$ cat src/common/openadc_pkg.sv
package openadc_pkg;

   // data widths
   typedef logic [11:0] adc_sample_t;   // sample or threshold
   typedef logic [7:0]  reg_addr_t;
   typedef logic [7:0]  reg_data_t;
   typedef logic [7:0]  gain_t;         // pwm increment

   // panel led source select
   typedef enum logic [1:0] {
      LED_STATUS = 2'd0,
      LED_TIMER  = 2'd1,
      LED_FLASH  = 2'd2,
      LED_FREQ   = 2'd3
   } led_mode_t;

   // one-shot level trigger
   typedef enum logic {
      TRIG_IDLE    = 1'b0,
      TRIG_ALLOWED = 1'b1
   } trig_state_t;

   // register map
   localparam reg_addr_t ADDR_STATUS  = 8'h00;   // read only
   localparam reg_addr_t ADDR_GAIN    = 8'h01;
   localparam reg_addr_t ADDR_TRIG_LO = 8'h02;   // threshold 7:0
   localparam reg_addr_t ADDR_TRIG_HI = 8'h03;   // threshold 11:8
   localparam reg_addr_t ADDR_CONTROL = 8'h04;

   // control register fields
   localparam int CTRL_ARM_BIT    = 0;
   localparam int CTRL_SOURCE_BIT = 1;   // 1 = live adc
   localparam int CTRL_LED_LSB    = 2;

   // status register fields
   localparam int STAT_ARMED_BIT = 0;
   localparam int STAT_PLL_BIT   = 1;
   localparam int STAT_TRIG_BIT  = 2;

endpackage

$ cat src/openadc_control.sv
`timescale 1ns/1ps

module openadc_control (
   input  logic                     clk_usb,
   input  logic                     reset,
   input  openadc_pkg::reg_addr_t   reg_address_i,
   input  openadc_pkg::reg_data_t   reg_datai_i,
   input  logic                     reg_write_i,
   input  logic                     reg_read_i,
   input  logic                     dut_trigger_i,
   input  logic                     pll_status_i,
   output openadc_pkg::reg_data_t   reg_datao_o,
   output logic                     armed_o,
   output logic                     data_source_live_o,
   output openadc_pkg::led_mode_t   led_mode_o,
   output openadc_pkg::adc_sample_t trigger_level_o,
   output logic                     amp_gain_o
);

   openadc_pkg::gain_t     gain_q;
   openadc_pkg::reg_data_t trig_lo_q;
   logic [3:0]             trig_hi_q;
   logic [3:0]             ctrl_q;      // arm, source, led mode
   openadc_pkg::reg_data_t status;
   logic [8:0]             pwm_acc;     // bit 8 is the carry

   always_ff @(posedge clk_usb) begin
      if (reset) begin
         gain_q    <= '0;
         trig_lo_q <= '0;
         trig_hi_q <= '0;
         ctrl_q    <= '0;
      end else if (reg_write_i) begin
         case (reg_address_i)
            openadc_pkg::ADDR_GAIN:    gain_q    <= reg_datai_i;
            openadc_pkg::ADDR_TRIG_LO: trig_lo_q <= reg_datai_i;
            openadc_pkg::ADDR_TRIG_HI: trig_hi_q <= reg_datai_i[3:0];
            openadc_pkg::ADDR_CONTROL: ctrl_q    <= reg_datai_i[3:0];
            default: ;   // status and unmapped addresses ignore writes
         endcase
      end
   end

   always_comb begin
      status = '0;
      status[openadc_pkg::STAT_ARMED_BIT] = armed_o;
      status[openadc_pkg::STAT_PLL_BIT]   = pll_status_i;
      status[openadc_pkg::STAT_TRIG_BIT]  = dut_trigger_i;
   end

   // readback only while the host holds reg_read_i
   always_comb begin
      reg_datao_o = '0;
      if (reg_read_i) begin
         case (reg_address_i)
            openadc_pkg::ADDR_STATUS:  reg_datao_o = status;
            openadc_pkg::ADDR_GAIN:    reg_datao_o = gain_q;
            openadc_pkg::ADDR_TRIG_LO: reg_datao_o = trig_lo_q;
            openadc_pkg::ADDR_TRIG_HI: reg_datao_o = {4'b0, trig_hi_q};
            openadc_pkg::ADDR_CONTROL: reg_datao_o = {4'b0, ctrl_q};
            default:                   reg_datao_o = '0;
         endcase
      end
   end

   assign armed_o            = ctrl_q[openadc_pkg::CTRL_ARM_BIT];
   assign data_source_live_o = ctrl_q[openadc_pkg::CTRL_SOURCE_BIT];
   assign led_mode_o = openadc_pkg::led_mode_t'(ctrl_q[openadc_pkg::CTRL_LED_LSB +: 2]);
   assign trigger_level_o    = {trig_hi_q, trig_lo_q};

   // first-order pwm whose carry density is gain/256
   always_ff @(posedge clk_usb) begin
      if (reset)
         pwm_acc <= '0;
      else
         pwm_acc <= {1'b0, pwm_acc[7:0]} + {1'b0, gain_q};
   end

   assign amp_gain_o = pwm_acc[8];

   // host side of the bus never overlaps the two strobes
   property p_no_rw_overlap;
      @(posedge clk_usb) disable iff (reset)
         !(reg_write_i && reg_read_i);
   endproperty

   a_no_rw_overlap: assert property (p_no_rw_overlap)
      else $error("reg_write_i and reg_read_i high together");

endmodule

$ cat src/capture/adc_sample_path.sv
`timescale 1ns/1ps

module adc_sample_path (
   input  logic                     clk_usb,
   input  logic                     reset,
   input  openadc_pkg::adc_sample_t adc_data_i,
   input  logic                     data_source_live_i,
   output openadc_pkg::adc_sample_t sample_o
);

   openadc_pkg::adc_sample_t test_count;   // free running ramp
   openadc_pkg::adc_sample_t stage1;
   openadc_pkg::adc_sample_t stage2;

   always_ff @(posedge clk_usb) begin
      if (reset)
         test_count <= '0;
      else
         test_count <= test_count + 1'b1;
   end

   // two stages keep the alignment the capture side expects
   always_ff @(posedge clk_usb) begin
      if (reset) begin
         stage1 <= '0;
         stage2 <= '0;
      end else begin
         stage1 <= data_source_live_i ? adc_data_i : test_count;
         stage2 <= stage1;
      end
   end

   assign sample_o = stage2;

endmodule

$ cat src/capture/adc_level_trigger.sv
`timescale 1ns/1ps

module adc_level_trigger (
   input  logic                     clk_usb,
   input  logic                     reset,
   input  openadc_pkg::adc_sample_t sample_i,
   input  openadc_pkg::adc_sample_t trigger_level_i,
   input  logic                     armed_i,
   output logic                     trigger_adc_o,
   output logic                     trigger_allowed_o
);

   openadc_pkg::trig_state_t state;
   logic                     armed_q;
   logic                     arm_rise;
   logic                     level_hit;
   logic                     fire;

   assign arm_rise = armed_i & ~armed_q;

   // threshold msb set looks above the level, clear looks below
   assign level_hit = trigger_level_i[11] ? (sample_i > trigger_level_i)
                                          : (sample_i < trigger_level_i);
   assign fire = (state == openadc_pkg::TRIG_ALLOWED) && level_hit;

   always_ff @(posedge clk_usb) begin
      if (reset) begin
         state         <= openadc_pkg::TRIG_IDLE;
         armed_q       <= 1'b0;
         trigger_adc_o <= 1'b0;
      end else begin
         armed_q       <= armed_i;
         trigger_adc_o <= fire;
         if (fire)
            state <= openadc_pkg::TRIG_IDLE;      // one shot per arm edge
         else if (arm_rise)
            state <= openadc_pkg::TRIG_ALLOWED;
      end
   end

   assign trigger_allowed_o = (state == openadc_pkg::TRIG_ALLOWED);

   property p_single_pulse;
      @(posedge clk_usb) disable iff (reset)
         trigger_adc_o |=> !trigger_adc_o;
   endproperty

   a_single_pulse: assert property (p_single_pulse)
      else $error("trigger_adc_o high on two consecutive cycles");

endmodule

$ cat src/heartbeat_leds.sv
`timescale 1ns/1ps

module heartbeat_leds #(
   parameter int p_timer_width = 26
) (
   input  logic                   clk_usb,
   input  logic                   reset,
   input  logic                   armed_i,
   input  logic                   trigger_allowed_i,
   input  openadc_pkg::led_mode_t led_mode_i,
   output logic                   freq_measure_o,
   output logic                   flash_pattern_o,
   output logic                   led_armed_o,
   output logic                   led_capture_o
);

   logic [p_timer_width-1:0] timer;
   logic                     freq_bit_q;   // previous value of the strobe bit
   logic                     freq_bit;
   logic                     blink_bit;

   assign freq_bit  = timer[p_timer_width-4];
   assign blink_bit = timer[p_timer_width-2];

   always_ff @(posedge clk_usb) begin
      if (reset) begin
         timer          <= '0;
         freq_bit_q     <= 1'b0;
         freq_measure_o <= 1'b0;
      end else begin
         timer          <= timer + 1'b1;
         freq_bit_q     <= freq_bit;
         freq_measure_o <= freq_bit & ~freq_bit_q;   // rising edge only
      end
   end

   // pattern only moves in the upper half of the timer period
   always_ff @(posedge clk_usb) begin
      if (reset)
         flash_pattern_o <= 1'b0;
      else if (timer[p_timer_width-1])
         flash_pattern_o <= ~timer[p_timer_width-3];
   end

   always_comb begin
      case (led_mode_i)
         openadc_pkg::LED_TIMER: begin
            led_armed_o   = blink_bit;
            led_capture_o = blink_bit;
         end
         openadc_pkg::LED_FLASH: begin
            led_armed_o   = flash_pattern_o;
            led_capture_o = flash_pattern_o;
         end
         openadc_pkg::LED_FREQ: begin
            led_armed_o   = freq_measure_o;
            led_capture_o = ~blink_bit;
         end
         default: begin   // status
            led_armed_o   = armed_i;
            led_capture_o = trigger_allowed_i;
         end
      endcase
   end

endmodule

$ cat src/openadc_top.sv
`timescale 1ns/1ps

module openadc_top #(
   parameter int p_timer_width = 26
) (
   input  logic                    clk_usb,
   input  logic                    reset,
   input  openadc_pkg::adc_sample_t adc_data_i,
   input  logic                    dut_trigger_i,
   input  logic                    pll_status_i,
   input  openadc_pkg::reg_addr_t  reg_address_i,
   input  openadc_pkg::reg_data_t  reg_datai_i,
   input  logic                    reg_write_i,
   input  logic                    reg_read_i,
   output openadc_pkg::reg_data_t  reg_datao_o,
   output logic                    trigger_adc_o,
   output logic                    amp_gain_o,
   output logic                    freq_measure_o,
   output logic                    flash_pattern_o,
   output logic                    led_armed_o,
   output logic                    led_capture_o
);

   logic                      armed;
   logic                      data_source_live;
   openadc_pkg::led_mode_t    led_mode;
   openadc_pkg::adc_sample_t  trigger_level;
   openadc_pkg::adc_sample_t  sample;
   logic                      trigger_allowed;   // capture indication for the leds

   openadc_control openadc_control_inst (
      .clk_usb            (clk_usb),
      .reset              (reset),
      .reg_address_i      (reg_address_i),
      .reg_datai_i        (reg_datai_i),
      .reg_write_i        (reg_write_i),
      .reg_read_i         (reg_read_i),
      .dut_trigger_i      (dut_trigger_i),
      .pll_status_i       (pll_status_i),
      .reg_datao_o        (reg_datao_o),
      .armed_o            (armed),
      .data_source_live_o (data_source_live),
      .led_mode_o         (led_mode),
      .trigger_level_o    (trigger_level),
      .amp_gain_o         (amp_gain_o)
   );

   adc_sample_path adc_sample_path_inst (
      .clk_usb            (clk_usb),
      .reset              (reset),
      .adc_data_i         (adc_data_i),
      .data_source_live_i (data_source_live),
      .sample_o           (sample)
   );

   adc_level_trigger adc_level_trigger_inst (
      .clk_usb           (clk_usb),
      .reset             (reset),
      .sample_i          (sample),
      .trigger_level_i   (trigger_level),
      .armed_i           (armed),
      .trigger_adc_o     (trigger_adc_o),
      .trigger_allowed_o (trigger_allowed)
   );

   heartbeat_leds #(
      .p_timer_width (p_timer_width)
   ) heartbeat_leds_inst (
      .clk_usb           (clk_usb),
      .reset             (reset),
      .armed_i           (armed),
      .trigger_allowed_i (trigger_allowed),
      .led_mode_i        (led_mode),
      .freq_measure_o    (freq_measure_o),
      .flash_pattern_o   (flash_pattern_o),
      .led_armed_o       (led_armed_o),
      .led_capture_o     (led_capture_o)
   );

endmodule

$ cat config.mk
export PLATFORM = sky130hd
export DESIGN_NAME = openadc_top
export DESIGN_NICKNAME = d
export VERILOG_FILES = /design/src/common/openadc_pkg.sv /design/src/openadc_control.sv /design/src/capture/adc_sample_path.sv /design/src/capture/adc_level_trigger.sv /design/src/heartbeat_leds.sv /design/src/openadc_top.sv
export SDC_FILE = /design/constraint.sdc
export NUM_CORES = 1
export LEC_CHECK = 0
export BUFFER_PORTS_ARGS = -buffer_cell sky130_fd_sc_hd__buf_2
export CORE_MARGIN = 2
export CORE_UTILIZATION = 63
export DETAILED_ROUTE_END_ITERATION = 7
export GPL_TIMING_DRIVEN = 0
export PLACE_DENSITY_LB_ADDON = 0.12
export REMOVE_ABC_BUFFERS = 1
export SETUP_SLACK_MARGIN = 0.02
export SYNTH_ARGS = -nofsm -noshare
export SYNTH_HDL_FRONTEND = slang
export SYNTH_HIERARCHICAL = 1
export SYNTH_SLANG_ARGS = --single-unit
$ cat constraint.sdc
create_clock -name clk_usb -period 3.5 [get_ports clk_usb]
set_clock_uncertainty 0.2 [all_clocks]
set_input_delay 0.525 -clock clk_usb [delete_from_list [all_inputs] [get_ports clk_usb]]
set_output_delay 0.525 -clock clk_usb [all_outputs]
set_load 0.01 [all_outputs]
== Word-level counts from Yosys, hierarchy flattened ==
Index checks and enable logic that the tools add are counted.
Cells by class
  add/subtract/negate cells: 3
  $lt $le $gt $ge: 2
  equal/unequal tests: 7
  mux-type cells: 6
  bitwise gates (word level): 6
  reduce and logical (&&, ||, !) cells: 7
Operators by type and width (number)
  8-bit one-hot mux with 5 select lines: 1
  26-bit by 1-bit adder with 26-bit output (second input constant): 1
  8-bit by 2-bit equality test with 1-bit output (second input constant): 2
  12-bit by 1-bit adder with 12-bit output (second input constant): 1
  12-bit > comparator: 1
  12-bit less-than comparator: 1
  12-bit 2-to-1 mux: 1
  8-bit by 8-bit adder with 9-bit output: 1
  8-bit by 1-bit equality test with 1-bit output (second input constant): 1
  8-bit by 3-bit equality test with 1-bit output (second input constant): 1
  8-bit zero test: 1
  8-bit 2-to-1 mux: 1
  2-bit AND reduction: 4
  1-bit one-hot mux with 3 select lines: 2
  2-bit equality test (second input constant): 2
  1-bit inverter: 4
  1-bit AND: 2
  2-bit by 1-bit equality test with 1-bit output (second input constant): 1
  2-bit OR reduction: 1
  1-bit logical AND: 1
  1-bit 2-to-1 mux: 1
Storage, ports and cells
  flip-flop bits (word level): 101
  input port bits: 34
  output and inout port bits: 14
  logic and storage cells: 46

== Depth between registers and ports, before layout ==
  word-level depth: 4
  gate-level depth with buffers: 7
  depth with buffers taken out: 7

== Hierarchy ==
The synthesis kept the hierarchy.
By module, submodules not included
  openadc_control: times used 1, cells each 187, area an instance 1791.7 sq um, seq. area each 660.6 sq um
  heartbeat_leds: times used 1, cells each 144, area an instance 1276.2 sq um, seq. area each 580.6 sq um
  adc_sample_path: times used 1, cells each 120, area an instance 1231.2 sq um, seq. area each 720.7 sq um
  adc_level_trigger: times used 1, cells each 53, area an instance 422.9 sq um, seq. area each 60.1 sq um

== Worst setup path after synthesis ==
OpenSTA, ideal clock, no wires.
  path kind: register to register
  from: register heartbeat_leds_inst.timer[0]
  to: register heartbeat_leds_inst.timer[24]
  setup time: 0.070 ns
  arrival: 1.980 ns
  data required time: 3.230 ns
  setup slack: 1.250 ns
  cell stages (with the launch flop): 7
  buffers on the path: 1
  period minus slack after synthesis: 2.250 ns
  path through: dfxtp_1 ha_1 nand3_1 or4_1 buf_2 or4_1 a21oi_1
Between the ends
  cells in the longest elaborated chain, start to end: 1
Ends and longest elaborated chain
  start, declared: RTL line heartbeat_leds.sv:17  | logic [p_timer_width-1:0] timer;
  start signal, assigned: RTL line heartbeat_leds.sv:31  | timer <= timer + 1'b1;
  26-bit by 1-bit adder with 26-bit output: RTL line heartbeat_leds.sv:31
Every way passes these cells.
A chain may end at the register's enable or synchronous reset.

== Final worst setup path ==
  from: register openadc_control_inst.ctrl_q[1]
  to: output reg_datao_o[1]
Between the ends
  cells in the longest elaborated chain, start to end: 2
Ends and longest elaborated chain
  start, declared: RTL line openadc_control.sv:23  | logic [3:0] ctrl_q;
  start signal, assigned: RTL line openadc_control.sv:38  | openadc_pkg::ADDR_CONTROL: ctrl_q <= reg_datai_i[3:0];
  8-bit one-hot mux with 5 select lines: RTL line openadc_control.sv:55  | case (reg_address_i)
  8-bit 2-to-1 mux: RTL line openadc_control.sv:54  | if (reg_read_i) begin
  end, declared: RTL line openadc_top.sv:15  | output openadc_pkg::reg_data_t reg_datao_o,
Every way passes these cells.

==> impl_metrics.toml <==
[clocking]
numCtsBuffers = 9
cts_buffer_depth = 2
cts_tree = "done"
cts_setup_buffers = 0
clkTransAtPathRegs_ps = 90
clk_latency_ps = 360
htreeDepth = 3
ctsResizeCount = 0
cts_hold_buf = 0
numClockSinks = 101
cts_root_buf = "clkbuf_8"

[hold_path]
hold_start = "adc_data_i[4]"
hold_class = "input pin to flip-flop"

[logic_synthesis]
synth-edff-count = 0
synth_top_cell_area_share_pct = 42.82
async_flop_share_pct = 0
syn_area_sq_um = 4722
synth_cells = 504
synth_most_common_cell = "dfxtp_1"
synth_common_cells = "dfxtp_1, nor2_1, mux2i_1"
yosysTopAreaCell = "dfxtp_1"
ys_ff_latch = 101
avgSynthCellArea_sq_um = 9.369
synth.distinct_cells = 55
yosysWarnings = 6
synth-seq-area-share_pct = 42.82
synth-main-ff-cell = "dfxtp_1"
synth_area_leaders = "dfxtp_1, mux2i_1, ha_1, nor2_1, nand2b_1"

[worst_setup_path]
cp_max_fo = 14
cp.required_ps = 2770
r2r-start = "heartbeat_leds_inst/timer[0]"
arrival_ps = 2020
end_kind = "primary output"
crit_type = "flip-flop to primary output"
cp-startpoint = "openadc_control_inst/ctrl_q[1]"
start_kind = "flip-flop"
rrSetupSlack_ps = 1040

[placed_design]
place_congestion = 0.8310
hpwl_um = 6488
io_buffers = 47
pre_cts_ws_ps = 991.5

[layout]
final_net_count = 600
area_delta_synth_final_pct = 10.33
drive_gt1_share_pct = 14.44
diodes = 0

[drt]
drcViolationCount = 0
detail-route-antenna-nets = 0
drt-initial-drc-count = 180
vias_per_cell = 5.650
wl_per_cell_um = 14.24
drt_pass1_iterations = 4
num_vias = 3650
wl_um = 9201

[sta]
worstMarginPinSlew_ps = 961.2
maxSlewViolCount = 0
fmax_mhz = 364.6
setup_violations = 0
layout_min_cycle_time_ps = 2743
whs_ps = 202.9
max-slew-margin-rel_pct = 35.64
hold_viol_final = 0
fin_ws_ps = 757.2
setup_tns_ps = 0
finalCritPeriodShare_pct = 78.37
rsz0062_at_grt = "no"

[power]
seq_power_share_pct = 58.5
irDropWorstVdd_mv = 0.3000
p_comb_share_pct = 4.6
p_leak_nw = 2.013
power_density_nw_per_um2 = 382.6
internal_power_mw = 1.546
p_sw_share_pct = 22.42
power_frac_clock_pct = 36.9
power_switching_uw = 446.8

[grt]
grt-ovfl-total = 0
track_usage_pct = 23.82
grt_pass1_vias = 3503
grt_pass1_wl_um = 15970
grt_antenna_before_repair = 0
grt_max_degree = 62

[floorplanning]
start_util_pct = 65.10
io_pins = 48
dieArea_sq_um = 8204
core_area_sq_um = 7253
dieHeight_um = 90.58
die_w_um = 90.58
num_rows = 31

[status]
outcome = "complete, no violations"

[job]
cap_violations = 0
## layer usage
metal / track usage, % / up-vias / wire length [um]
met3: 6.177 / 9 / 394
li1: - / 1860 / -
met5: 0 / - / 0
met1: 28.94 / 1713 / 4137
met2: 40.98 / 68 / 4574
met4: 7.949 / 0 / 94
## registers in the layout, summed over array words and instances (netlist names), 4 cells and up
signal,cells
adc_sample_path_inst/stage1,12
openadc_control_inst/pwm_acc,9
adc_sample_path_inst/sample_o,12
openadc_control_inst/gain_q,8
openadc_control_inst/ctrl_q,4
openadc_control_inst/trig_hi_q,4
adc_sample_path_inst/test_count,12
heartbeat_leds_inst/timer,26
openadc_control_inst/trig_lo_q,8
## stage by stage
step / total power [mW] / instances / cell area [sq um] / util [%]
final: 1.993 / 646 / 5210 / 71.83
after CTS: 2.013 / 646 / 5210 / 71.83
after detailed placement: 1.284 / 631 / 5014 / 69.12
after global placement: 1.278 / 630 / 4986 / 68.74
after global routing: 2.067 / 646 / 5210 / 71.83
after floorplan: 1.229 / 484 / 4627 / -
## cells in the final DEF (no fill, tap or decap), drive strengths merged, types with 4 or more instances in the layout
cell type	count
mux2	4
xor2	5
a211oi	5
or3	13
nand3	14
o31ai	6
nor3	6
xnor2	11
nand2b	27
nor2b	27
nand3b	8
nand2	15
inv	19
clkbuf	10
a21oi	27
or4	7
mux2i	38
nand4	10
buf	48
ha	22
nor3b	4
a22oi	4
o21ai	23
nor4	6
nor2	52
dfxtp	101
## final timing paths
| path | depth (start not counted) | end |
|---|---|---|
| min | 3 | adc_sample_path_inst/stage1[4] |
| max | 5 | reg_datao_o[1] |
| max reg2reg | 5 | heartbeat_leds_inst/timer[24] |
| min reg2reg | 1 | heartbeat_leds_inst/freq_measure_o |
## logic make-up after synthesis
family,Yosys count,share of synthesized area [%]
AO/OA/AOI/OAI,87,11.63
multiplexers,43,9.486
adder cells (fa/ha/maj),23,6.253
AND/OR/NAND/NOR,196,23.40
XOR/XNOR,16,2.968
flip-flops,101,42.82
buffers and inverters,38,3.444
## power groups by stage
stage	Combinational, mW	Clock, mW	Sequential [mW]
after floorplan	0.0386	0	1.19
after global placement	0.0861	0	1.19
after detailed placement	0.0912	0	1.19
after CTS	0.0918	0.755	1.17
after global routing	0.101	0.797	1.17
final	0.0910	0.736	1.17
## worst max-delay path: stages, from the launching register on
cell,delay [ps]
dfxtp_1,880
mux2i_1,170
a2bb2oi_1,170
o22a_1,220
nor2_1,90
buf_2,130
## final cells by class
| type | count | area, sq um |
|---|---|---|
| sequential | 101 | 2022 |
| fill | 581 | 2043 |
| clock buffer | 10 | 137.6 |
| clock inverter | 5 | 58.81 |
| inverter | 18 | 67.56 |
| tap | 99 | 123.9 |
| multi-input combinational | 365 | 2542 |
| timing repair buffer | 48 | 257.7 |
No activity file was read; power rests on OpenSTA's default activity.
